`src/design/mesh_defines.svh`:
```
// Mesh coordinate, store and message width macros

`ifndef MESH_DEFINES_SVH
`define MESH_DEFINES_SVH

// Coordinate width for a row or a column
`define MESH_COORD_W 4

// Data store geometry
`define MESH_ADDR_W 6
`define MESH_DATA_W 16

// Raw message width on every link
`define MESH_MSG_W 32

`endif

```
`src/design/mesh_pkg.sv`:
```
// Mesh package: node id, command, header, message, direction and arbiter scheme types
`default_nettype none

`include "mesh_defines.svh"

package mesh_pkg;

// Node identity within the grid
typedef struct packed {
    logic [`MESH_COORD_W-1:0] row;
    logic [`MESH_COORD_W-1:0] column;
} node_id_t;

// Message commands
typedef enum logic [1:0] {
    MESH_CMD_LOAD     = 2'd0,
    MESH_CMD_READ     = 2'd1,
    MESH_CMD_RESPONSE = 2'd2
} mesh_cmd_t;

// Routing header, target first
typedef struct packed {
    logic [`MESH_COORD_W-1:0] row;
    logic [`MESH_COORD_W-1:0] column;
    mesh_cmd_t                command;
} msg_header_t;

// Full message
// READ carries the return node in data[7:0]
typedef struct packed {
    msg_header_t             header;
    logic [`MESH_ADDR_W-1:0] addr;
    logic [`MESH_DATA_W-1:0] data;
} node_message_t;

// Value doubles as stream index, clockwise order
typedef enum logic [1:0] {
    DIRECTION_NORTH = 2'd0,
    DIRECTION_EAST  = 2'd1,
    DIRECTION_SOUTH = 2'd2,
    DIRECTION_WEST  = 2'd3
} direction_t;

// Arbiter selection schemes
typedef enum logic {
    ARB_ROUND_ROBIN = 1'b0,
    ARB_ORDINAL     = 1'b1
} arb_scheme_t;

endpackage : mesh_pkg

`default_nettype wire

```
`src/design/mesh_node_decoder.sv`:
```
// mesh_node_decoder: local message decode, LOAD writes and READ request slot
`timescale 1ns/1ps
`default_nettype none

`include "mesh_defines.svh"

module mesh_node_decoder (
      input  wire logic                    i_clk
    , input  wire logic                    i_rst
    // Idle flag
    , output logic                         o_idle
    // Inbound messages for this node
    , input  wire mesh_pkg::node_message_t i_msg_data
    , input  wire logic                    i_msg_valid
    , output logic                         o_msg_ready
    // Store write port
    , output logic [`MESH_ADDR_W-1:0]      o_ram_addr
    , output logic [`MESH_DATA_W-1:0]      o_ram_wr_data
    , output logic                         o_ram_wr_en
    // Read requests toward the responder
    , output logic [`MESH_ADDR_W-1:0]      o_req_addr
    , output mesh_pkg::node_id_t           o_req_return
    , output logic                         o_req_valid
    , input  wire logic                    i_req_ready
);

import mesh_pkg::*;

logic accept;
logic is_load;
logic is_read;

// Stall while the request slot is full and not draining
assign o_msg_ready = !o_req_valid || i_req_ready;
assign accept      = i_msg_valid && o_msg_ready;

// Command decode, RESPONSE is simply dropped
assign is_load = (i_msg_data.header.command == MESH_CMD_LOAD);
assign is_read = (i_msg_data.header.command == MESH_CMD_READ);

assign o_idle = !o_req_valid && !o_ram_wr_en;

always_ff @(posedge i_clk) begin : ff_ctrl
    if (i_rst) begin
        o_ram_wr_en <= 1'b0;
        o_req_valid <= 1'b0;
    end else begin
        // Single-cycle write pulse
        o_ram_wr_en <= accept && is_load;
        if (accept && is_read) begin
            o_req_valid <= 1'b1;
        end else if (i_req_ready) begin
            o_req_valid <= 1'b0;
        end
    end
end

always_ff @(posedge i_clk) begin : ff_data
    if (accept && is_load) begin
        o_ram_addr    <= i_msg_data.addr;
        o_ram_wr_data <= i_msg_data.data;
    end
    // Return node sits in the low data bits
    if (accept && is_read) begin
        o_req_addr   <= i_msg_data.addr;
        o_req_return <= node_id_t'(i_msg_data.data[$bits(node_id_t)-1:0]);
    end
end

endmodule : mesh_node_decoder

`default_nettype wire

```
`config.mk`:
```
export PLATFORM = sky130hd
export DESIGN_NAME = mesh_node_decoder
export DESIGN_NICKNAME = d
export VERILOG_FILES = /design/src/design/mesh_pkg.sv /design/src/design/mesh_node_decoder.sv
export VERILOG_INCLUDE_DIRS = /design/src /design/src/design
export SDC_FILE = /design/constraint.sdc
export NUM_CORES = 1
export LEC_CHECK = 0
export BUFFER_PORTS_ARGS = -buffer_cell sky130_fd_sc_hd__buf_4
export CAP_MARGIN = 20
export CORE_MARGIN = 2
export CORE_UTILIZATION = 41
export CTS_CLUSTER_DIAMETER = 60
export DETAILED_ROUTE_END_ITERATION = 16
export HOLD_SLACK_MARGIN = 0.03
export PLACE_DENSITY = 0.78
export SYNTH_ARGS = -nofsm -noshare
export SYNTH_HDL_FRONTEND = slang
export SYNTH_SLANG_ARGS = --single-unit
```
`constraint.sdc`:
```
create_clock -name i_clk -period 3.1 [get_ports i_clk]
set_input_delay 0.465 -clock i_clk [delete_from_list [all_inputs] [get_ports i_clk]]
set_output_delay 0.465 -clock i_clk [all_outputs]
set_load 0.005 [all_outputs]
```
# --- After elaboration in Yosys (flattened, before gate mapping) ---
# Index checks and enable logic that the tools add are counted.
word_totals:
  wordCells: 19
  out_inout_bits: 40
  inputBits: 36
  register_bits: 38
classes:
  n_reduce_logical: 9
  eq_ne: 1
  n_mux: 2
ops:
  columns: ["operator", "count"]
  rows:
  - ["$logic_and A1 B1 Y1", 4]
  - ["$eq A2 B1 Y1 const B", 1]
  - ["$logic_not A1 Y1", 2]
  - ["$logic_not A2 Y1", 1]
  - ["$mux W1", 2]
  - ["$reduce_bool A2 Y1", 1]
  - ["$logic_or A1 B1 Y1", 1]

# --- Depth between registers and ports, before layout ---
depth:
  word_depth: 5
  depth_mapped: 3

# --- Worst setup path before layout ---
# OpenSTA, ideal clock, no wires.
synth_path:
  path_type: "in2reg"
  from: "in i_msg_data[23] (netlist bit)"
  to: "reg o_ram_addr[0], enable pin"
  arrival_time_ps: 2190
  cell_stages: 2
  setup_slack_ps: 481
  setup_ps: 429
  path_buffers: 0
  path_cell_list: "nand2b_1 -> nor3_1"
synth_via:
  elab_chain_len: 2
synth_lines:
  columns: ["item", "line_no", "source"]
  rows:
  - ["start: declaration", "mesh_node_decoder.sv:13", ", input wire mesh_pkg::node_message_t i_msg_data"]
  - ["$logic_not A2 Y1", "mesh_node_decoder.sv:38", "assign is_load = (i_msg_data.header.command == MESH_CMD_LOAD);"]
  - ["$logic_and A1 B1 Y1", "mesh_node_decoder.sv:59", "if (accept && is_load) begin"]
  - ["end signal: assignment", "mesh_node_decoder.sv:60", "o_ram_addr <= i_msg_data.addr;"]
  - ["end: declaration", "mesh_node_decoder.sv:17", ", output logic [`MESH_ADDR_W-1:0] o_ram_addr"]
# No other way between the ends.
# A chain may end at the register's enable or synchronous reset.

# --- Final worst setup path ---
layout_path:
  from: "reg o_req_valid"
  to: "out o_msg_ready"
layout_via:
  elab_chain_len: 2
layout_lines:
  columns: ["item", "line_no", "source"]
  rows:
  - ["start: declaration", "mesh_node_decoder.sv:23", ", output logic o_req_valid"]
  - ["start signal: assignment", "mesh_node_decoder.sv:46", "o_req_valid <= 1'b0;"]
  - ["start signal: assignment", "mesh_node_decoder.sv:51", "o_req_valid <= 1'b1;"]
  - ["start signal: assignment", "mesh_node_decoder.sv:53", "o_req_valid <= 1'b0;"]
  - ["$logic_not A1 Y1", "mesh_node_decoder.sv:34", "assign o_msg_ready = !o_req_valid || i_req_ready;"]
  - ["$logic_or A1 B1 Y1", "mesh_node_decoder.sv:34", null]
  - ["end: declaration", "mesh_node_decoder.sv:15", ", output logic o_msg_ready"]
# No other way between the ends.

==> key figures <==
Status
  – Status: completed

Detailed routing
  – First DRT Iteration DRCs: 25
  – ANT nets after route: 0
  – First drt pass iteration count: 4
  – # DRC: 0
  – Final wirelength: 2240 um
  – Via density per instance: around 4.8
  – Wire per inst: 14.6 um
  – Via count: 732

Yosys
  – Synth Instances: 47
  – Mean post-synth cell area: 25.4 um2
  – Top-count cell post-synth: edfxtp_1
  – Largest cells by area after synthesis: edfxtp_1 90%, dfxtp_1 3.4%, nor2b_4 1.2%
  – Main synth FF type: edfxtp_1
  – Sequential share of the synthesized area: 93.8%
  – Async S/R FF share, synth: 0%
  – Most frequent cells after synthesis: 36 x edfxtp_1, 2 x dfxtp_1
  – Top-area cell type share of the netlist area: 90.5%
  – Syn nets: 83
  – Post-Syn Area: approximately 1200 um2
  – Post-synth EDFFs: 36
  – Ys Warns: 0
  – Register bit total from synthesis: 38
  – Area leader, netlist: edfxtp_1
  – Yosys cell types: 11

CTS
  – Post-CTS sizing: 0
  – Inserted Clock Buffers: 5
  – CTS tree: yes
  – # hold bufs at CTS: 0
  – H-Tree Depth: 2
  – Skew-Pair Late Insertion Delay: 330 ps
  – Clock Path Buffers: 2
  – Clk slew on worst S/H paths: 100 ps
  – Setup bufs post-CTS: 0
  – Clock Sinks: 38
  – CTS Root Cell: clkbuf_4

Floorplanning
  – Effective utilization at floorplan: 43.3%
  – Core box area: roughly 2800 um2
  – Top Ports: 76
  – Die W: 58.0 um
  – Die Y-Extent: about 58 um
  – Die area: 3360 um2
  – Cell row count: 19

Cells and area
  – Area grow syn2layout: 51.0%
  – Layout cells sized above 1: 66.7%
  – Post-layout instance area: ~1800 um2
  – Final Util: 65.4%
  – Layout net count: 159
  – Antenna diodes: 0

Setup path
  – CP Capture Type: primary output
  – WS Path Type: register to primary output
  – CP required: roughly 2600 ps
  – CP arrival: between 1000 and 1500 ps
  – R2R Setup Slk: between 1500 and 2000 ps
  – Startpoint types: register
  – Crit Path Max Fanout: 4

Power
  – Power Dens Cells: around 480 nW/um2
  – P_leak: 0.728 nW
  – Worst IR Drop VDD: roughly 0.00037 V
  – Power Total: 0.872 mW

Timing
  – Final hold violation count: 0
  – Setup violations, final: 0
  – Relative slew slack: 81.0%
  – FMAX: ~640 MHz
  – Min Tclk post-route: about 1600 ps
  – RSZ-0062 raised after global routing: false
  – Final period utilization: 50.6%
  – PnR worst setup slack: 1530 ps
  – Setup TNS: 0 ps
  – Slew Viols, Final: 0
  – Final setup skew: ~4.3 ps
  – Least-Margin Pin Slew: 286 ps

Global routing
  – Largest net degree at the start of global routing: 23
  – Vias in the first global route: 734
  – Total track usage: 14.1%
  – Antenna violations before repair: 0
  – First-pass GRT wire length: 3280 um
  – Global route total overflow: 0

Placement
  – RePlAce Congestion: approximately 0.65
  – Post-DP HPWL: 1670 um
  – Placed Instance Area: roughly 1800 um2
  – Dpl ws: 1530 ps
  – PortBufs: 67

Run
  – Max-cap violation count: 0

Hold path
  – Hold Crit Class: primary input to register
==> critical path, cell delays in order (launching register included) <==
cell and delay (ps):
dfxtp_1 370, nor2b_4 220, inv_2 60, buf_4 130
==> registers in the layout (all words and copies together), names as in the netlist <==
| signal | flops |
|---|---|
| o_req_return | 8 |
| o_ram_addr | 6 |
| o_ram_wr_en | 1 |
| o_req_valid | 1 |
| o_ram_wr_data | 16 |
| o_req_addr | 6 |
==> report_power, final <==
part / internal [mW] / switching (mW)
Combinational: 0.0416 / 0.0247
Clock: 0.0815 / 0.142
Sequential: 0.578 / 0.00389
==> layout by cell type, fill, tap and decap left out, types with 2 or more instances in the layout <==
cell / netlist / layout
clkbuf_4: 0 / 5
buf_4: 0 / 69
edfxtp_1: 36 / 36
dfxtp_1: 2 / 2
clkinv_2: 0 / 2
==> routing by layer <==
layer	global-route usage, %	wire (um)	up-vias
li1	-	-	335
met1	12.7	715	340
met2	24.2	1170	53
met3	6.47	319	4
met4	11.0	40	0
met5	0	0	-
==> cell families after synthesis <==
family                 share of synthesized area (%)
AOI/OAI and AO/OA                              0.733
buffers and inverters                          0.314
DFF                                             93.8
and+or+nand+nor                                 5.13
==> path summary, 6_finish.rpt <==
check,from,to,cells after the start
max,o_req_valid,o_msg_ready,3
min,i_rst,o_req_valid,2
max reg2reg,o_req_valid,o_ram_wr_data[8],3
min reg2reg,o_req_valid,o_req_valid,3
==> layout make-up <==
type | instances | area [um2]
tap | 31 | 38.8
multi-input combinational | 8 | 75.1
fill | 196 | 953
inverter | 1 | 3.75
clock inverter | 2 | 10.0
sequential | 38 | 1120
clock buffer | 5 | 37.5
timing repair buffer | 69 | 518
==> per-stage QoR <==
step	hold WS [ps]	instances
floorplan	527	47
global placement	590	147
detailed placement	599	147
CTS	275	154
global route	273	154
finish	295	154
Power figures use the tool's default switching activity.
