<file path="config.mk">
export PLATFORM = sky130hd
export DESIGN_NAME = mesh_node_responder
export DESIGN_NICKNAME = d
export VERILOG_FILES = /design/src/design/mesh_pkg.sv /design/src/design/mesh_node_responder.sv
export VERILOG_INCLUDE_DIRS = /design/src /design/src/design
export SDC_FILE = /design/constraint.sdc
export NUM_CORES = 1
export LEC_CHECK = 0
export ABC_AREA = 1
export BUFFER_PORTS_ARGS = -buffer_cell sky130_fd_sc_hd__buf_2
export CAP_MARGIN = 40
export CORE_MARGIN = 2
export CORE_UTILIZATION = 44
export CTS_CLUSTER_DIAMETER = 120
export CTS_CLUSTER_SIZE = 25
export DETAILED_ROUTE_END_ITERATION = 16
export GPL_TIMING_DRIVEN = 0
export PLACE_DENSITY = 0.88
export RECOVER_POWER = 25
export SLEW_MARGIN = 15
export SYNTH_ARGS = -nofsm -noshare
export SYNTH_HDL_FRONTEND = slang
export SYNTH_SLANG_ARGS = --single-unit
</file>
<file path="constraint.sdc">
create_clock -name i_clk -period 2.95 [get_ports i_clk]
set_input_delay 0.295 -clock i_clk [delete_from_list [all_inputs] [get_ports i_clk]]
set_output_delay 0.295 -clock i_clk [all_outputs]
set_load 0.02 [all_outputs]
</file>
<file path="src/design/mesh_defines.svh">
// Mesh coordinate, store and message width macros

`ifndef MESH_DEFINES_SVH
`define MESH_DEFINES_SVH

// Coordinate width for a row or a column
`define MESH_COORD_W 4

// Data store geometry
`define MESH_ADDR_W 6
`define MESH_DATA_W 16

// Raw message width on every link
`define MESH_MSG_W 32

`endif

</file>
<file path="src/design/mesh_pkg.sv">
// Mesh package: node id, command, header, message, direction and arbiter scheme types
`default_nettype none

`include "mesh_defines.svh"

package mesh_pkg;

// Node identity within the grid
typedef struct packed {
    logic [`MESH_COORD_W-1:0] row;
    logic [`MESH_COORD_W-1:0] column;
} node_id_t;

// Message commands
typedef enum logic [1:0] {
    MESH_CMD_LOAD     = 2'd0,
    MESH_CMD_READ     = 2'd1,
    MESH_CMD_RESPONSE = 2'd2
} mesh_cmd_t;

// Routing header, target first
typedef struct packed {
    logic [`MESH_COORD_W-1:0] row;
    logic [`MESH_COORD_W-1:0] column;
    mesh_cmd_t                command;
} msg_header_t;

// Full message
// READ carries the return node in data[7:0]
typedef struct packed {
    msg_header_t             header;
    logic [`MESH_ADDR_W-1:0] addr;
    logic [`MESH_DATA_W-1:0] data;
} node_message_t;

// Value doubles as stream index, clockwise order
typedef enum logic [1:0] {
    DIRECTION_NORTH = 2'd0,
    DIRECTION_EAST  = 2'd1,
    DIRECTION_SOUTH = 2'd2,
    DIRECTION_WEST  = 2'd3
} direction_t;

// Arbiter selection schemes
typedef enum logic {
    ARB_ROUND_ROBIN = 1'b0,
    ARB_ORDINAL     = 1'b1
} arb_scheme_t;

endpackage : mesh_pkg

`default_nettype wire

</file>
<file path="src/design/mesh_node_responder.sv">
// mesh_node_responder: READ request to RESPONSE message FSM
`timescale 1ns/1ps
`default_nettype none

`include "mesh_defines.svh"

module mesh_node_responder (
      input  wire logic                     i_clk
    , input  wire logic                     i_rst
    // Idle flag
    , output logic                          o_idle
    // Request stream from the decoder
    , input  wire logic [`MESH_ADDR_W-1:0]  i_req_addr
    , input  wire mesh_pkg::node_id_t       i_req_return
    , input  wire logic                     i_req_valid
    , output logic                          o_req_ready
    // Store read port
    , output logic [`MESH_ADDR_W-1:0]       o_ram_addr
    , output logic                          o_ram_rd_en
    , input  wire logic [`MESH_DATA_W-1:0]  i_ram_rd_data
    // Response stream into the combiner
    , output mesh_pkg::node_message_t       o_msg_data
    , output logic                          o_msg_valid
    , input  wire logic                     i_msg_ready
);

import mesh_pkg::*;

typedef enum logic [1:0] {
    RSP_IDLE,
    RSP_READ,
    RSP_SEND
} rsp_state_t;

rsp_state_t              state_q;
logic [`MESH_ADDR_W-1:0] addr_q;
node_id_t                return_q;
node_message_t           msg_q;
logic                    msg_valid_q;

// One request in flight
assign o_req_ready = (state_q == RSP_IDLE);
assign o_idle      = (state_q == RSP_IDLE);

// Read issued from the captured address
assign o_ram_addr  = addr_q;
assign o_ram_rd_en = (state_q == RSP_READ);

assign o_msg_data  = msg_q;
assign o_msg_valid = msg_valid_q;

always_ff @(posedge i_clk) begin : ff_fsm
    if (i_rst) begin
        state_q     <= RSP_IDLE;
        msg_valid_q <= 1'b0;
    end else begin
        case (state_q)
            RSP_IDLE: begin
                if (i_req_valid) begin
                    state_q <= RSP_READ;
                end
            end
            RSP_READ: state_q <= RSP_SEND;
            RSP_SEND: begin
                // First SEND cycle builds the response, then wait for the combiner
                if (!msg_valid_q) begin
                    msg_valid_q <= 1'b1;
                end else if (i_msg_ready) begin
                    msg_valid_q <= 1'b0;
                    state_q     <= RSP_IDLE;
                end
            end
            default: state_q <= RSP_IDLE;
        endcase
    end
end

always_ff @(posedge i_clk) begin : ff_data
    if (o_req_ready && i_req_valid) begin
        addr_q   <= i_req_addr;
        return_q <= i_req_return;
    end
    // Target is the requester
    if ((state_q == RSP_SEND) && !msg_valid_q) begin
        msg_q.header.row     <= return_q.row;
        msg_q.header.column  <= return_q.column;
        msg_q.header.command <= MESH_CMD_RESPONSE;
        msg_q.addr           <= addr_q;
        msg_q.data           <= i_ram_rd_data;
    end
end

endmodule : mesh_node_responder

`default_nettype wire

</file>
---- Word-level counts from Yosys, hierarchy flattened ----
Cells that the tools add are included.
word-level totals
  bits in writable memories ............... 0
  bits in latches ......................... 0
  input bits .............................. 34
  memories kept ........................... 0
  bits in registers ....................... 47
  ROM bits ................................ 0
  output and inout bits ................... 42
operators by class
  $add $sub $neg .......................... 0
  reduce and logical (&&, ||, !) cells .... 5
  order comparisons ....................... 0
  $mul .................................... 0
  equal/unequal tests ..................... 5
  mux-type cells .......................... 6
  shifts and indexed selects .............. 0
  divide/modulo/power cells ............... 0
  bitwise gates (word level) .............. 0
operator list
  kind                                                                    number
  2-bit two-way mux                                                       3
  2-bit != test (second input constant)                                   3
  2-bit one-hot mux with 3 select lines                                   1
  3-bit AND reduction                                                     1
  2-bit by 1-bit equality test with 1-bit output (second input constant)  1
  2-bit equality test (second input constant)                             1
  1-bit logical AND                                                       2
  2-bit zero test                                                         1
  1-bit two-way mux                                                       2
  1-bit zero test                                                         1

---- Longest topological paths before layout ----
  depth in word-level cells ............... 3
  mapped depth ............................ 4
  mapped depth without buffers ............ 4

---- Worst setup path after synthesis ----
Ideal clock, no wire load.
  kind .................................... register to register
  from .................................... reg msg_valid_q (netlist: o_msg_valid)
  to ...................................... reg msg_q, in the netlist o_msg_data[0] (enable)
  cell stages (with the launch flop) ...... 2
  library setup time ...................... 0.417 ns
  required time ........................... 2.533 ns
  clock period less this slack ............ 2.114 ns
  slack ................................... 0.836 ns
  data arrival time ....................... 1.697 ns
  path through ............................ dfxtp_1 > nor2_1
on the way
  cells in the longest elaborated chain, start to end .. 2
RTL lines
  item                    RTL line                   RTL
  start, declared         mesh_node_responder.sv:39  logic msg_valid_q;
  start signal, assigned  mesh_node_responder.sv:55  msg_valid_q <= 1'b0;
  start signal, assigned  mesh_node_responder.sv:67  msg_valid_q <= 1'b1;
  start signal, assigned  mesh_node_responder.sv:69  msg_valid_q <= 1'b0;
  1-bit zero test         mesh_node_responder.sv:84  if ((state_q == RSP_SEND) && !msg_valid_q) begin
  1-bit logical AND       mesh_node_responder.sv:84
  end, declared           mesh_node_responder.sv:38  node_message_t msg_q;
Every way passes these cells.
A chain may end at the register's enable or synchronous reset.

---- Final worst setup path ----
  from .................................... reg state_q[1]
  to ...................................... out o_req_ready
on the way
  cells in the longest elaborated chain, start to end .. 1
RTL lines
  item                    RTL line                   RTL
  start, declared         mesh_node_responder.sv:35  rsp_state_t state_q;
  start signal, assigned  mesh_node_responder.sv:54  state_q <= RSP_IDLE;
  start signal, assigned  mesh_node_responder.sv:60  state_q <= RSP_READ;
  start signal, assigned  mesh_node_responder.sv:63  RSP_READ: state_q <= RSP_SEND;
  2-bit zero test         mesh_node_responder.sv:42  assign o_req_ready = (state_q == RSP_IDLE);
  end, declared           mesh_node_responder.sv:16  , output logic o_req_ready
Every way passes these cells.

==> results.md <==
- The run finished with clean final reports.
- The gate count of the mapped netlist is 68.
- Across all layers, the routed design uses 852 vias.
- For this run, the detailed router's first-pass iteration total came to 4.
- The count of final hold-check violations is 0.
- The path class of the lowest-slack min-delay path is in -> reg.
- For this design the top-level I/O count stands at 76.
- The total number of placement rows is 21.
- The top cell type by area accounts for 89.1% of the synthesized area.
- The longest clock path from root to sink contains 2 buffers.
- The initial antenna violation count was 0.
- The number of warnings reported in the yosys synthesis log is 0.
- At the end of the flow, the number of nets in the layout was 183.
- The count of maximum capacitance violations is 0.
- The effective utilization at floorplan is 45.1%.
- In the global route stage, overall resource usage came out at 13.2%.
- In the routed layout, each cell is associated on average with a via count of 4.35.
- The share of synthesized area occupied by flip-flops and latches is 93.2%.
- The wire-length estimate of the detail-placed layout is 1.80 mm.
- The setup skew after layout is 0.00976 ns.
- Port buffering added 73 buffers.
- The terminus of the critical flop-to-flop path is return_q[2]$_DFFE_PP_.
- Cells fill 60.9% of the core in the end.
- The max-slew violation total from the final report is 0.
- For the worst flop-to-flop path, the logic depth is 4.
- The aggregate negative setup slack is 0 ns.
- After detailed routing, the average wire length per cell comes to 12.3 um.
- Of the cells placed in the final design, the portion with a size suffix greater than 1 is 58.7%.
- Setup repair after global routing left no endpoint under its margin.
- The number of clock buffers added by TritonCTS is 5.
- The post-detailed-routing wire length is 2.41 mm.
- The count of cells resized by post-cts repair is 0.
- For this run the aggregate overflow at the end of global routing stands at 0.
- The startpoint identified for the worst register-to-register timing path is state_q[1]$_SDFFE_PP0P_.
- The routed length on met3 is 225 um.
- The mapped netlist covers 0.00148 sq mm.
- Each instance of the synthesized netlist takes up on average 21.8 sq um.
- The leakage power total is 0.830 nW.
- Once detail routing completed, the nets flagged for antenna violations numbered 0.
- The total length of routed met2 wires is 1.31 mm.
- The die covers 0.00385 sq mm.
- Headroom to the max-slew limit came out at 47.4%.
- The multi-input logic area is 67.6 sq um.
- Clock-pin slew was measured on the worst setup and hold paths at 0.13 ns.
- The worst setup path is captured at an output pin.
- The pre-CTS setup slack is 1.44 ns.
- By area the synthesized netlist is led by edfxtp_1 (89%), dfxtp_1 (4.1%), buf_4 (1.5%).
- Relative to the synthesized area, the layout overhead comes to 34.9%.
- IR analysis of the VDD net gives a maximum drop of 455 uV.
- The CTS tree is yes.
- The final worst slack is 1.39 ns.
- Entering global routing, the biggest net connects 31 pins.
- For this block, wires on met1 add up to 830 um.
- The fmax is 641 MHz.
- The number of remaining DRC errors is 0.
- The wire length of the first global-routing pass is 3.35 mm.
- Hold repair after CTS inserted 0 buffers.
- Counting the fill cells in the layout gives 246.
- The critical path required time is 2.65 ns.
- The die is 62.1 um wide.
- The die boundary height is 62.1 um.
- The power per unit of standard cell area is 640 mW/mm^2.
- The biggest fanout along the worst timing path is 3.
- The post-synthesis cell type count is 13.
- The first routing iteration left 34 violations.
- CTS placed an instance of clkbuf_4 at the clock tree root.
- The final period demand of the worst path is 1.56 ns.
- Of all cell types, the one taking the most synthesized area is edfxtp_1.
- The tree built by TritonCTS fans out to 47 sinks.
- Clock latency on the worst-skew pair, taken at its later pin, is 0.35 ns.
- The destination of the critical timing path is o_req_ready.
- The total area of sequential cells is 0.00138 sq mm.
- The highest metal layer carrying signal wires in the routed design is met4.
- The number of setup violations in the final report is 0.
- The setup check on the worst reg-to-reg path leaves a slack of 1.44 ns.
- The via count of the first global-routing pass is 779.
- The post-CTS setup buffer count is 0.
- The routability-driven placement congestion ratio is 0.710.
- The core region area is 0.00328 sq mm.
- The H-tree was split into 2 levels.
- Of the available clock period, the critical path in the final layout requires 52.9%.
- The kind of critical path is reg -> out.
- The synthesized design contains 47 register bits.
- The actual transition at the worst max-transition pin is 0.787 ns.
- The number of nets handed over by synthesis was 102.
- The repair_antennas step left the layout with diodes totalling 0.
- Data arrives at the worst endpoint at 1.26 ns.
- STA classifies the critical path startpoint as a flop.
- The startpoint of the tightest hold check path is i_req_addr[2].
- The beginning of the critical path is state_q[1]$_SDFFE_PP0P_.
-- cells in the mapped netlist (all sizes together) --
cell type / n
a21oi: 2
buf: 3
conb: 2
dfxtp: 3
edfxtp: 44
inv: 5
nand2: 5
nand3: 1
nor2: 2
nor3: 1
-- sequential cells by signal, indices dropped and copies added, names as in the netlist --
register / flops
o_ram_addr: 6
o_msg_data: 30
return_q: 8
state_q: 2
o_msg_valid: 1
-- cell usage in the layout, fill, tap and decap left out --
master,count
bufinv_16,1
a21oi_2,1
inv_6,1
nor2_4,1
nor3_1,1
conb_1,2
edfxtp_1,44
buf_4,4
clkinv_1,1
dfxtp_1,3
nor2_1,1
a21oi_1,1
nand2_1,4
nand3_1,1
inv_1,4
clkbuf_4,5
nand2_2,1
buf_2,73
inv_2,1
-- cell type report --
cell class / instances / area share [%]
sequential: 47 / 69.0
timing repair buffer: 74 / 18.6
multi-input combinational: 13 / 3.38
tap: 46 / 2.88
clock inverter: 3 / 2.13
clock buffer: 5 / 1.88
buffer: 3 / 1.13
inverter: 5 / 0.938
-- critical path, stage by stage (launching register included) --
cell     delay [ns]
dfxtp_1        0.41
inv_1          0.07
nand2_1        0.11
inv_1          0.06
buf_4          0.12
buf_2          0.15
-- per-stage QoR --
step / cell area [sq um] / power, mW / hold slack (ns) / cells
finish: 2000 / 1.28 / 0.102 / 196
global route: 2000 / 1.34 / 0.0672 / 196
CTS: 2000 / 1.29 / 0.0843 / 196
detailed placement: 1920 / 0.921 / 0.410 / 188
global placement: 1910 / 0.913 / 0.403 / 187
floorplan: 1480 / 0.864 / 0.357 / 68
-- worst min path at each step --
| stage | endpoint | slack, ns | cells past startpoint |
|---|---|---|---|
| after floorplan | o_msg_valid$_SDFFE_PP0N_ | 0.36 | 1 |
| after global placement | o_msg_data[27]$_DFFE_PP_ | 0.40 | 0 |
| after detailed placement | o_msg_data[29]$_DFFE_PP_ | 0.41 | 0 |
| after CTS | o_msg_data[13]$_DFFE_PP_ | 0.08 | 1 |
| after global routing | return_q[2]$_DFFE_PP_ | 0.07 | 1 |
| final | o_ram_addr[2]$_DFFE_PP_ | 0.10 | 1 |
-- routing by layer --
metal	GRT usage (%)	vias up
met5	0	-
met4	9.12	0
met3	5.18	7
met2	21.0	53
met1	14.5	387
li1	-	405
-- kinds of logic after synthesis --
logic type | count (synthesis) | synth area share, %
AO/OA/AOI/OAI | 2 | 0.928
other | 2 | 0.507
AND/OR/NAND/NOR | 9 | 2.62
flip-flops | 47 | 93.2
buffers and inverters | 8 | 2.78
-- where the power goes --
group          leakage [nW]  switching (mW)  internal, mW
sequential            0.432          0.0115         0.773
clock                0.0432           0.198         0.179
combinational         0.355          0.0770        0.0426
(Power assumes the default switching activity.)
