--- src/design/mesh_defines.svh ---
// Mesh coordinate, store and message width macros

`ifndef MESH_DEFINES_SVH
`define MESH_DEFINES_SVH

// Coordinate width for a row or a column
`define MESH_COORD_W 4

// Data store geometry
`define MESH_ADDR_W 6
`define MESH_DATA_W 16

// Raw message width on every link
`define MESH_MSG_W 32

`endif

--- src/design/mesh_pkg.sv ---
// Mesh package: node id, command, header, message, direction and arbiter scheme types
`default_nettype none

`include "mesh_defines.svh"

package mesh_pkg;

// Node identity within the grid
typedef struct packed {
    logic [`MESH_COORD_W-1:0] row;
    logic [`MESH_COORD_W-1:0] column;
} node_id_t;

// Message commands
typedef enum logic [1:0] {
    MESH_CMD_LOAD     = 2'd0,
    MESH_CMD_READ     = 2'd1,
    MESH_CMD_RESPONSE = 2'd2
} mesh_cmd_t;

// Routing header, target first
typedef struct packed {
    logic [`MESH_COORD_W-1:0] row;
    logic [`MESH_COORD_W-1:0] column;
    mesh_cmd_t                command;
} msg_header_t;

// Full message
// READ carries the return node in data[7:0]
typedef struct packed {
    msg_header_t             header;
    logic [`MESH_ADDR_W-1:0] addr;
    logic [`MESH_DATA_W-1:0] data;
} node_message_t;

// Value doubles as stream index, clockwise order
typedef enum logic [1:0] {
    DIRECTION_NORTH = 2'd0,
    DIRECTION_EAST  = 2'd1,
    DIRECTION_SOUTH = 2'd2,
    DIRECTION_WEST  = 2'd3
} direction_t;

// Arbiter selection schemes
typedef enum logic {
    ARB_ROUND_ROBIN = 1'b0,
    ARB_ORDINAL     = 1'b1
} arb_scheme_t;

endpackage : mesh_pkg

`default_nettype wire

--- src/design/mesh_stream_distributor.sv ---
// mesh_stream_distributor: registered 1-to-4 stream steering with idle flag
`timescale 1ns/1ps
`default_nettype none

module mesh_stream_distributor (
      input  wire logic                           i_clk
    , input  wire logic                           i_rst
    // Idle flag
    , output logic                                o_idle
    // Inbound stream with its direction
    , input  wire mesh_pkg::direction_t           i_inbound_dir
    , input  wire mesh_pkg::node_message_t        i_inbound_data
    , input  wire logic                           i_inbound_valid
    , output logic                                o_inbound_ready
    // Outbound streams, one per direction
    , output mesh_pkg::node_message_t [3:0]       o_outbound_data
    , output logic [3:0]                          o_outbound_valid
    , input  wire logic [3:0]                     i_outbound_ready
);

import mesh_pkg::*;

// Holding register
node_message_t data_q;
direction_t    dir_q;
logic          valid_q;

assign o_idle = !valid_q;

// Free, or the selected port takes it now
assign o_inbound_ready = !valid_q || i_outbound_ready[dir_q];

// Data fans out, valid only on the chosen port
always_comb begin : comb_outbound
    for (int d = 0; d < 4; d++) begin
        o_outbound_data[d]  = data_q;
        o_outbound_valid[d] = valid_q && (int'(dir_q) == d);
    end
end

always_ff @(posedge i_clk) begin : ff_ctrl
    if (i_rst) begin
        valid_q <= 1'b0;
    end else if (o_inbound_ready) begin
        valid_q <= i_inbound_valid;
    end
end

// Message and direction travel together
always_ff @(posedge i_clk) begin : ff_data
    if (o_inbound_ready && i_inbound_valid) begin
        data_q <= i_inbound_data;
        dir_q  <= i_inbound_dir;
    end
end

endmodule : mesh_stream_distributor

`default_nettype wire

--- config.mk ---
export PLATFORM = sky130hd
export DESIGN_NAME = mesh_stream_distributor
export DESIGN_NICKNAME = d
export VERILOG_FILES = /design/src/design/mesh_pkg.sv /design/src/design/mesh_stream_distributor.sv
export VERILOG_INCLUDE_DIRS = /design/src /design/src/design
export SDC_FILE = /design/constraint.sdc
export NUM_CORES = 1
export LEC_CHECK = 0
export BUFFER_PORTS_ARGS = -buffer_cell sky130_fd_sc_hd__buf_2
export CAP_MARGIN = 20
export CORE_AREA = 10 10 75 93
export CTS_BUF_LIST = sky130_fd_sc_hd__clkbuf_16
export CTS_CLUSTER_SIZE = 40
export DETAILED_ROUTE_END_ITERATION = 8
export DIE_AREA = 0 0 85 103
export HOLD_SLACK_MARGIN = 0.02
export PLACE_DENSITY = 0.76
export SYNTH_ARGS = -nofsm -noshare
export SYNTH_HDL_FRONTEND = slang
export SYNTH_SLANG_ARGS = --single-unit
--- constraint.sdc ---
create_clock -name i_clk -period 4.6 [get_ports i_clk]
set_clock_uncertainty 0.2 [all_clocks]
set_input_delay 0.69 -clock i_clk [delete_from_list [all_inputs] [get_ports i_clk]]
set_output_delay 0.69 -clock i_clk [all_outputs]
set_load 0.05 [all_outputs]
# == Word-level counts from Yosys, hierarchy flattened ==
# Cells that the tools add are included.
# classes
n_eq_ne,3
n_lt_le_gt_ge,1
n_reduce_logical,8
muxes,2
# op_table
op,count
$logic_and A1 B1 Y1,5
$eq A2 B2 Y1 const B,2
$lt A2 B3 Y1 const B,1
$bmux W1 S2,1
$eq A2 B1 Y1 const B,1
$logic_not A2 Y1,1
$logic_not A1 Y1,1
$logic_or A1 B1 Y1,1
$mux W1,1
# totals
regBits,35
elab_cells,21
inputBits,41
out_inout_bits,134

# == Longest topological paths before layout ==
# Gate-level depths: netlist (run 1).
# logic_depth
depth_word,4
ltp_mapped,2
depth_no_buf,2

# == Least setup slack after synthesis (run 1) ==
# No wires, ideal clock.
# synth_path
kind,input -> register
start,input port i_outbound_ready[3]
end,"register dir_q[0], enable pin"
slack_ns,0.478
n_path_buf,0
setup_ns,0.482
arrival_ns,3.440
required_time_ns,3.918
path_stages,2
path_cell_list,mux2i_1 a221oi_1
# synth_via
elab_chain_len,4
# synth_lines
element,line,rtl
start: declaration,mesh_stream_distributor.sv:18,", input wire logic [3:0] i_outbound_ready"
$bmux W1 S2,mesh_stream_distributor.sv:31,assign o_inbound_ready = !valid_q || i_outbound_ready[dir_q];
$mux W1 (not written as such),mesh_stream_distributor.sv:31,
$logic_or A1 B1 Y1,mesh_stream_distributor.sv:31,
$logic_and A1 B1 Y1,mesh_stream_distributor.sv:51,if (o_inbound_ready && i_inbound_valid) begin
end signal: assignment,mesh_stream_distributor.sv:53,dir_q <= i_inbound_dir;
end: declaration,mesh_stream_distributor.sv:25,direction_t dir_q;
# Every way passes these cells. The select of a mux whose other input is x is not followed.
# A chain may end at the register's enable or synchronous reset.

# == Worst setup path after layout (run 1) ==
# layout_path
start,register dir_q[1]
end,"register data_q, in the netlist o_outbound_data[31], enable pin"
# layout_via
elab_chain_len,4
# layout_lines
element,line,rtl
$bmux W1 S2,mesh_stream_distributor.sv:31,
$mux W1 (not written as such),mesh_stream_distributor.sv:31,
$logic_or A1 B1 Y1,mesh_stream_distributor.sv:31,
$logic_and A1 B1 Y1,mesh_stream_distributor.sv:51,
end signal: assignment,mesh_stream_distributor.sv:52,data_q <= i_inbound_data;
end: declaration,mesh_stream_distributor.sv:24,node_message_t data_q;
# Every way passes these cells. The select of a mux whose other input is x is not followed.

==> results.toml, run 1 <==
[clock_network]
cts_tree = "built"
clock_sinks = 35
cts.reportedPaths.clkPinSlew_ps = 50
cts_buffers = 5
clock_latency_ps = 270
cts_resized = 0
htreeDepth = 2
cts.path.max_buffers = 2
holdBufCountCts = 0
postCtsSetupBuffers = 0
cts_root_buffer = "clkbuf_16"

[route]
drc = 0
avgViaCountPerCell = 3.92
drt_first_pass_iters = 2
vias = 1169
drt_iter0_drc = 13
routedWlPerCell_um = 15.6
ant_nets = 0
wl_mm = 4.65

[cells_and_area]
multiInputGateArea_sq_um = 128
syn2layout_area_growth_pct = 20.8
nets = 274
final-seq-area_sq_um = 1040
fillers = 507
stdcell_area_sq_um = 2270
drive_above_1_share_pct = 79.4

[floorplanning]
start_util_pct = 35.5
die_w_um = 85
rows = 30
fp.dieH_um = 103
core_area_sq_um = 5290
dieArea_sq_um = 8760
ioPinCount = 175

[timing]
relSlewSlack_pct = 39.4
rsz0062_at_grt = "false"
finalSetupTns_ps = 0
fin_crit_sh_pct = 52.9
fin_crit_ps = 2430
final-hold-violation-count = 0
tightest_slew_ps = 909
final_max_slew_viol_count = 0
finalSetupViolCount = 0
fmax_ghz = 0.411

[pwr]
power_frac_comb_pct = 35.8
clkPwrFrac_pct = 27.8
swShare_pct = 40.9
p_int_mw = 0.640
irDropWorstVdd_mv = 0.202
powerDensity_nw_per_um2 = 477
pwr-share-seq_pct = 36.4
power.leakage_nw = 1.16
switching_power_mw = 0.444

[global_route]
antenna_found_initial = 3
grt_pass1_wl_mm = 6.69
track_usage_pct = 9.60
globalRouteOverflowTotal = 0
grt_start_max_net_pins = 19
grt_pass1_vias = 1271

[synthesis]
syn_area_sq_um = 1880
ys_seq_area_share_pct = 55.4
synth_top_area_share_pct = 54.3
synth_cell_types = 16
synth_area_leaders = "edfxtp_1 (54%), buf_4 (38%), dfxtp_1 (1.1%)"
syn_inst = 147
ys.warnings.count = 0
synth_nets = 188
yosys.area.top_type = "edfxtp_1"
syn_area_per_cell_sq_um = 12.8
synth-seq-cells = 35

[setup_path]
critPathLaunchType = "flop"
cp.arrival_ps = 2190
cp_cell_sequence = "mux2i_1 > a221oi_4 > buf_4"
cp_max_fo = 18
crit_path_end_kind = "flop"
crit_type = "flop to flop"
cp.required_ps = 4360
critPathMaxStageDelay_ps = 820
slowest_stage = "a221oi_4"

[placement]
hpwl_mm = 4.11
place_area_sq_um = 2130
numPortBuffers = 174
place.gp.congestion = 0.639

[worst_hold_path]
hp-class = "input port to flop"

[status]
outcome = "finished, final reports clean"

[flow_run]
cap_violations = 0
==> stage by stage <==
stage               setup slack (ps)  hold slack [ps]  utilization, %  cells  power [mW]
global placement                1970              478            40.3    290       0.790
finish                          2170              393            42.9    298        1.08
global route                    2000              386            42.9    297        1.13
floorplan                        478              443               -    147       0.768
CTS                             2130              387            42.9    297        1.10
detailed placement              1910              509            40.3    290       0.793
==> power groups by stage <==
stage	sequential, mW	combinational (mW)	clock, mW
after floorplan	0.469	0.299	0
after global placement	0.400	0.390	0
after detailed placement	0.401	0.392	0
after CTS	0.395	0.392	0.310
after global routing	0.399	0.401	0.330
final	0.395	0.388	0.301
==> cell families after synthesis <==
kind of cell / share of synthesized area, %
multiplexers: 1.07
buffers and inverters: 38.7
AO/OA/AOI/OAI: 1.40
AND/OR/NAND/NOR: 3.40
flip-flops: 55.4
==> layout by cell type (no fill, tap or decap) <==
| cell | synthesis | routed |
|---|---|---|
| inv_1 | 2 | 2 |
| clkbuf_16 | 0 | 5 |
| buf_4 | 96 | 1 |
| mux2i_1 | 2 | 2 |
| and3_2 | 1 | 1 |
| nor3b_1 | 1 | 1 |
| diode_2 | 0 | 1 |
| and2_2 | 1 | 1 |
| and3b_1 | 1 | 1 |
| and2b_2 | 1 | 1 |
| dfxtp_1 | 1 | 1 |
| nor3_1 | 1 | 1 |
| a221oi_4 | 0 | 1 |
| a22oi_1 | 1 | 1 |
| nor2b_1 | 2 | 2 |
| clkinv_1 | 0 | 1 |
| buf_2 | 0 | 174 |
| clkinv_2 | 0 | 1 |
| a221o_1 | 1 | 1 |
| and2_1 | 1 | 1 |
| edfxtp_1 | 34 | 34 |
==> cells in the mapped netlist <==
library cell	n
buf_4	96
edfxtp_1	34
inv_1	2
mux2i_1	2
nor2b_1	2
a221o_1	1
a221oi_1	1
a22oi_1	1
and2_1	1
and2_2	1
and2b_2	1
and3_2	1
and3b_1	1
dfxtp_1	1
nor3_1	1
nor3b_1	1
==> sequential cells by signal (all words and copies together), names as in the netlist <==
name,count
dir_q,2
o_outbound_data,32
valid_q,1
==> worst max-delay path: cells and delay by family, from the launching register on <==
kind,cells,cell delay (ps)
muxes,1,230
buffers and inverters,1,380
AOI/OAI and AO/OA,1,820
DFF,1,470
==> final timing paths <==
path                            slack, ps                   to  depth (start not counted)               start
worst max register to register       2170  o_outbound_data[31]                          3            dir_q[1]
worst min register to register        520              valid_q                          2             valid_q
worst min-delay path                  390  o_outbound_data[19]                          1  i_inbound_data[19]
worst max-delay path                 2170  o_outbound_data[31]                          3            dir_q[1]
==> per-layer routing <==
metal	share of wire (%)	vias to the layer above	track usage (%)
met3	19	9	8.77
met1	26	506	7.44
met2	53	86	16.6
met5	0.56	-	0
met4	1.2	4	3.43
li1	-	564	-
==> area by class of cell <==
class / count / share of cell area, %
Clock inverter: 2 / 0.386
Sequential cell: 35 / 45.8
Inverter: 2 / 0.331
Timing Repair Buffer: 175 / 38.7
Multi-Input combinational cell: 14 / 5.62
Tap cell: 64 / 3.53
Clock buffer: 5 / 5.51
Antenna cell: 1 / 0.110
Note: power is estimated with default switching activity, not from simulation.
==> inputs of run 2 (changes only) <==
==> constraint.sdc (replaced) <==
create_clock -name i_clk -period 2.4 [get_ports i_clk]
set_clock_uncertainty 0.2 [all_clocks]
set_input_delay 0.36 -clock i_clk [delete_from_list [all_inputs] [get_ports i_clk]]
set_output_delay 0.36 -clock i_clk [all_outputs]
set_load 0.05 [all_outputs]
==> results.toml, run 2 (synthesis gave the netlist of run 1 again) <==
[status]
outcome = "finished, final reports clean"

[placement]
place.gp.congestion = 0.682
numPortBuffers = 174
place_area_sq_um = 2150
hpwl_mm = 4.18

[clock_network]
cts_resized = 0
cts_tree = "built"
cts.path.max_buffers = 2
clock_sinks = 35
cts.reportedPaths.clkPinSlew_ps = 50
holdBufCountCts = 0
clock_latency_ps = 270
cts_buffers = 5
cts_root_buffer = "clkbuf_16"
htreeDepth = 2
postCtsSetupBuffers = 0

[timing]
fmax_ghz = 0.477
finalSetupTns_ps = 0
relSlewSlack_pct = 71.7
rsz0062_at_grt = "false"
final-hold-violation-count = 0
tightest_slew_ps = 413
fin_crit_sh_pct = 87.3
finalSetupViolCount = 0
fin_crit_ps = 2100
final_max_slew_viol_count = 0

[route]
drc = 0
vias = 1178
wl_mm = 4.79
drt_first_pass_iters = 4
drt_iter0_drc = 32
avgViaCountPerCell = 3.91
ant_nets = 0
routedWlPerCell_um = 15.9

[floorplanning]
dieArea_sq_um = 8760
die_w_um = 85
start_util_pct = 35.5
fp.dieH_um = 103
ioPinCount = 175
core_area_sq_um = 5290
rows = 30

[pwr]
total_power_mw = 2.20
powerDensity_nw_per_um2 = 950
irDropWorstVdd_mv = 0.493
power.leakage_nw = 1.18

[setup_path]
critPathMaxStageDelay_ps = 450
cp_max_fo = 6
cp.required_ps = 1840
cp.arrival_ps = 1540
cp_cell_sequence = "mux2i_1 > a22oi_1 > buf_2"
crit_type = "flop to primary output"
path_delay_family = "flip-flops"
critPathBufInv = 1
critPathLaunchType = "flop"
crit_path_end_kind = "primary output"
slowest_stage = "edfxtp_1"

[global_route]
track_usage_pct = 9.92
globalRouteOverflowTotal = 0
grt_pass1_wl_mm = 6.89
grt_start_max_net_pins = 35
antenna_found_initial = 3
grt_pass1_vias = 1285

[worst_hold_path]
hp-class = "input port to flop"

[cells_and_area]
multiInputGateArea_sq_um = 128
fillers = 515
largest_reg_flops = 32
nets = 274
final_common_cell = "buf_2"
final_cell_mix = "buf_2 (174), edfxtp_1 (34), clkbuf_16 (5)"
drive_above_1_share_pct = 79.5
stdcell_area_sq_um = 2320
syn2layout_area_growth_pct = 23.4
final-seq-area_sq_um = 1040

[flow_run]
cap_violations = 0
[run 2: cell count changes in the layout (fill, tap and decap cells not counted), sizes merged]
cell / previous run / this run
bufinv: 0 / 1
diode: 1 / 3
[run 2: per-layer routing]
layer,up-vias,routed length [um],global-route usage (%)
met5,-,0,0
met4,0,32,3.05
met3,3,896,8.62
met2,83,2670,18.0
met1,522,1190,7.46
li1,570,-,-
[run 2: area by class of cell]
| cell class | instances | share of cell area (%) |
|---|---|---|
| clock buffer | 5 | 5.40 |
| inverter | 2 | 0.324 |
| tap | 64 | 3.45 |
| timing repair buffer | 175 | 38.4 |
| antenna | 3 | 0.324 |
| sequential | 35 | 44.9 |
| multi-input combinational | 14 | 5.50 |
| clock inverter | 3 | 1.67 |
[run 2: metrics by stage]
stage | instances | utilization [%] | worst slack [ps] | hold slack [ps]
3_3_place_gp | 290 | 40.6 | 594 | 336
6_report | 301 | 43.8 | 305 | 61.6
2_1_floorplan | 147 | - | 109 | 259
3_5_place_dp | 290 | 40.6 | 569 | 338
5_1_grt | 299 | 43.7 | 201 | 51.7
4_1_cts | 298 | 43.7 | 278 | 53.7
[run 2: final timing paths]
kind / from / endpoint / slack (ps) / depth (start not counted)
worst max-delay path: dir_q[1] / o_inbound_ready / 300 / 3
worst min-delay path: i_inbound_dir[0] / dir_q[0] / 60 / 1
worst max register to register: dir_q[1] / o_outbound_data[16] / 570 / 3
worst min register to register: valid_q / valid_q / 500 / 2
[run 2: report_power, final]
part	switching [mW]	internal, mW	leakage [nW]
clock	0.215	0.483	0.0812
combinational	0.614	0.133	0.759
sequential	0.0324	0.724	0.337
==> inputs of run 3 (changes only) <==
--- a/config.mk
+++ b/config.mk
@@ -8,13 +8,15 @@
 export LEC_CHECK = 0
 export BUFFER_PORTS_ARGS = -buffer_cell sky130_fd_sc_hd__buf_2
 export CAP_MARGIN = 20
-export CORE_AREA = 10 10 75 93
+export CELL_PAD_IN_SITES_DETAIL_PLACEMENT = 1
+export CELL_PAD_IN_SITES_GLOBAL_PLACEMENT = 1
+export CORE_AREA = 10 10 88 109
 export CTS_BUF_LIST = sky130_fd_sc_hd__clkbuf_16
 export CTS_CLUSTER_SIZE = 40
 export DETAILED_ROUTE_END_ITERATION = 8
-export DIE_AREA = 0 0 85 103
+export DIE_AREA = 0 0 98 119
 export HOLD_SLACK_MARGIN = 0.02
-export PLACE_DENSITY = 0.76
+export PLACE_DENSITY = 0.75
 export SYNTH_ARGS = -nofsm -noshare
 export SYNTH_HDL_FRONTEND = slang
 export SYNTH_SLANG_ARGS = --single-unit
==> results.toml, run 3 (synthesis gave the netlist of run 1 again) <==
[status]
outcome = "finished, final reports clean"

[route]
drt_first_pass_iters = 2
wl_mm = 5.35
ant_nets = 0
routedWlPerCell_um = 16.3
drt_iter0_drc = 25
vias = 1206
drc = 0
avgViaCountPerCell = 3.67

[floorplanning]
die_w_um = 98
rows = 36
start_util_pct = 24.7
fp.dieH_um = 119
ioPinCount = 175
core_area_sq_um = 7610
dieArea_sq_um = 11700

[setup_path]
rrSetupSlack_ps = 550
rr_startpoint = "dir_q[1]"
worst_r2r_path_depth = 3
crit_path_end_kind = "primary output"
cp.arrival_ps = 1530
crit_type = "flop to primary output"
cp_cell_sequence = "mux2i_1 > a22oi_1 > buf_2"
cp.required_ps = 1840
slowest_stage = "edfxtp_1"
r2r_end = "o_outbound_data[28]"
cp_max_fo = 6
critPathLaunchType = "flop"
critPathMaxStageDelay_ps = 450

[timing]
relSlewSlack_pct = 72.0
tightest_slew_ps = 408
worst_slack_ps = 312
final-hold-violation-count = 0
fin_crit_sh_pct = 87.0
finalSetupViolCount = 0
fmax_ghz = 0.479
fin_crit_ps = 2090
rsz0062_at_grt = "false"
final_max_slew_viol_count = 0
finalSetupTns_ps = 0

[worst_hold_path]
min_from = "i_inbound_data[6]"
hold_end = "o_outbound_data[6]"
whs_path_depth = 1
hp-class = "input port to flop"

[global_route]
antenna_found_initial = 0
grt_pass1_vias = 1358
grt_pass1_wl_mm = 7.83
track_usage_pct = 8.39
globalRouteOverflowTotal = 0
grt_start_max_net_pins = 35

[cells_and_area]
drive_above_1_share_pct = 79.1
fillers = 888
stdcell_area_sq_um = 2350
syn2layout_area_growth_pct = 25.0
final_common_cell = "buf_2"
diodes = 0
final_cell_mix = "buf_2 (174), edfxtp_1 (34), clkbuf_16 (5), inv_1 (4)"
nets = 274
largest_reg_flops = 32

[pwr]
irDropWorstVdd_mv = 0.220
power.leakage_nw = 1.18
powerDensity_nw_per_um2 = 943
total_power_mw = 2.22

[clock_network]
clock_sinks = 35
cts.path.max_buffers = 2
cts_resized = 0
cts_buffers = 5
postCtsSetupBuffers = 0
htreeDepth = 2
cts.reportedPaths.clkPinSlew_ps = 50
holdBufCountCts = 0
cts_root_buffer = "clkbuf_16"
clock_latency_ps = 270
cts_tree = "built"

[flow_run]
cap_violations = 0

[placement]
place.gp.congestion = 0.640
hpwl_mm = 4.69
place_ws_ps = 529
numPortBuffers = 174
place_area_sq_um = 2190
run 3: metrics by stage:
step | cells | hold slack [ps] | utilization [%]
floorplan | 147 | 259 | -
global placement | 321 | 337 | 28.7
detailed placement | 321 | 339 | 28.7
CTS | 329 | 52.1 | 30.9
global route | 329 | 51.7 | 30.9
finish | 329 | 62.4 | 30.9
run 3: final cells by class:
class	count	area (sq um)	share of cell area, %
Sequential cell	35	1040	44.3
Inverter	2	7.51	0.320
Clock inverter	3	37.5	1.60
Clock buffer	5	125	5.33
Tap cell	95	119	5.06
Multi-Input combinational cell	14	128	5.43
Timing Repair Buffer	175	891	37.9
run 3: worst max-delay path by stage:
stage               startpoint             endpoint  slack (ps)
floorplan             dir_q[0]             dir_q[0]         110
global placement      dir_q[1]  o_outbound_data[10]         600
detailed placement    dir_q[1]  o_outbound_data[16]         530
CTS                   dir_q[1]      o_inbound_ready         270
global route          dir_q[1]      o_inbound_ready         200
finish                dir_q[1]      o_inbound_ready         310
run 3: power breakdown:
part / internal, mW / leakage [nW] / switching, mW
sequential: 0.724 / 0.337 / 0.0324
clock: 0.482 / 0.0864 / 0.225
combinational: 0.133 / 0.759 / 0.618
total: 1.34 / 1.18 / 0.876
run 3: routing by layer:
metal	global-route usage, %	wire length, um	vias to the layer above
li1	-	-	565
met1	6.54	1500	559
met2	16.3	3120	80
met3	5.15	702	2
met4	2.73	29	0
met5	0	0	-
run 3: worst max-delay path, delay by kind of cell, from the launching register on:
family	cells	cell delay, ps
flip-flops	1	450
AO/OA/AOI/OAI	1	150
multiplexers	1	430
buffers and inverters	1	230
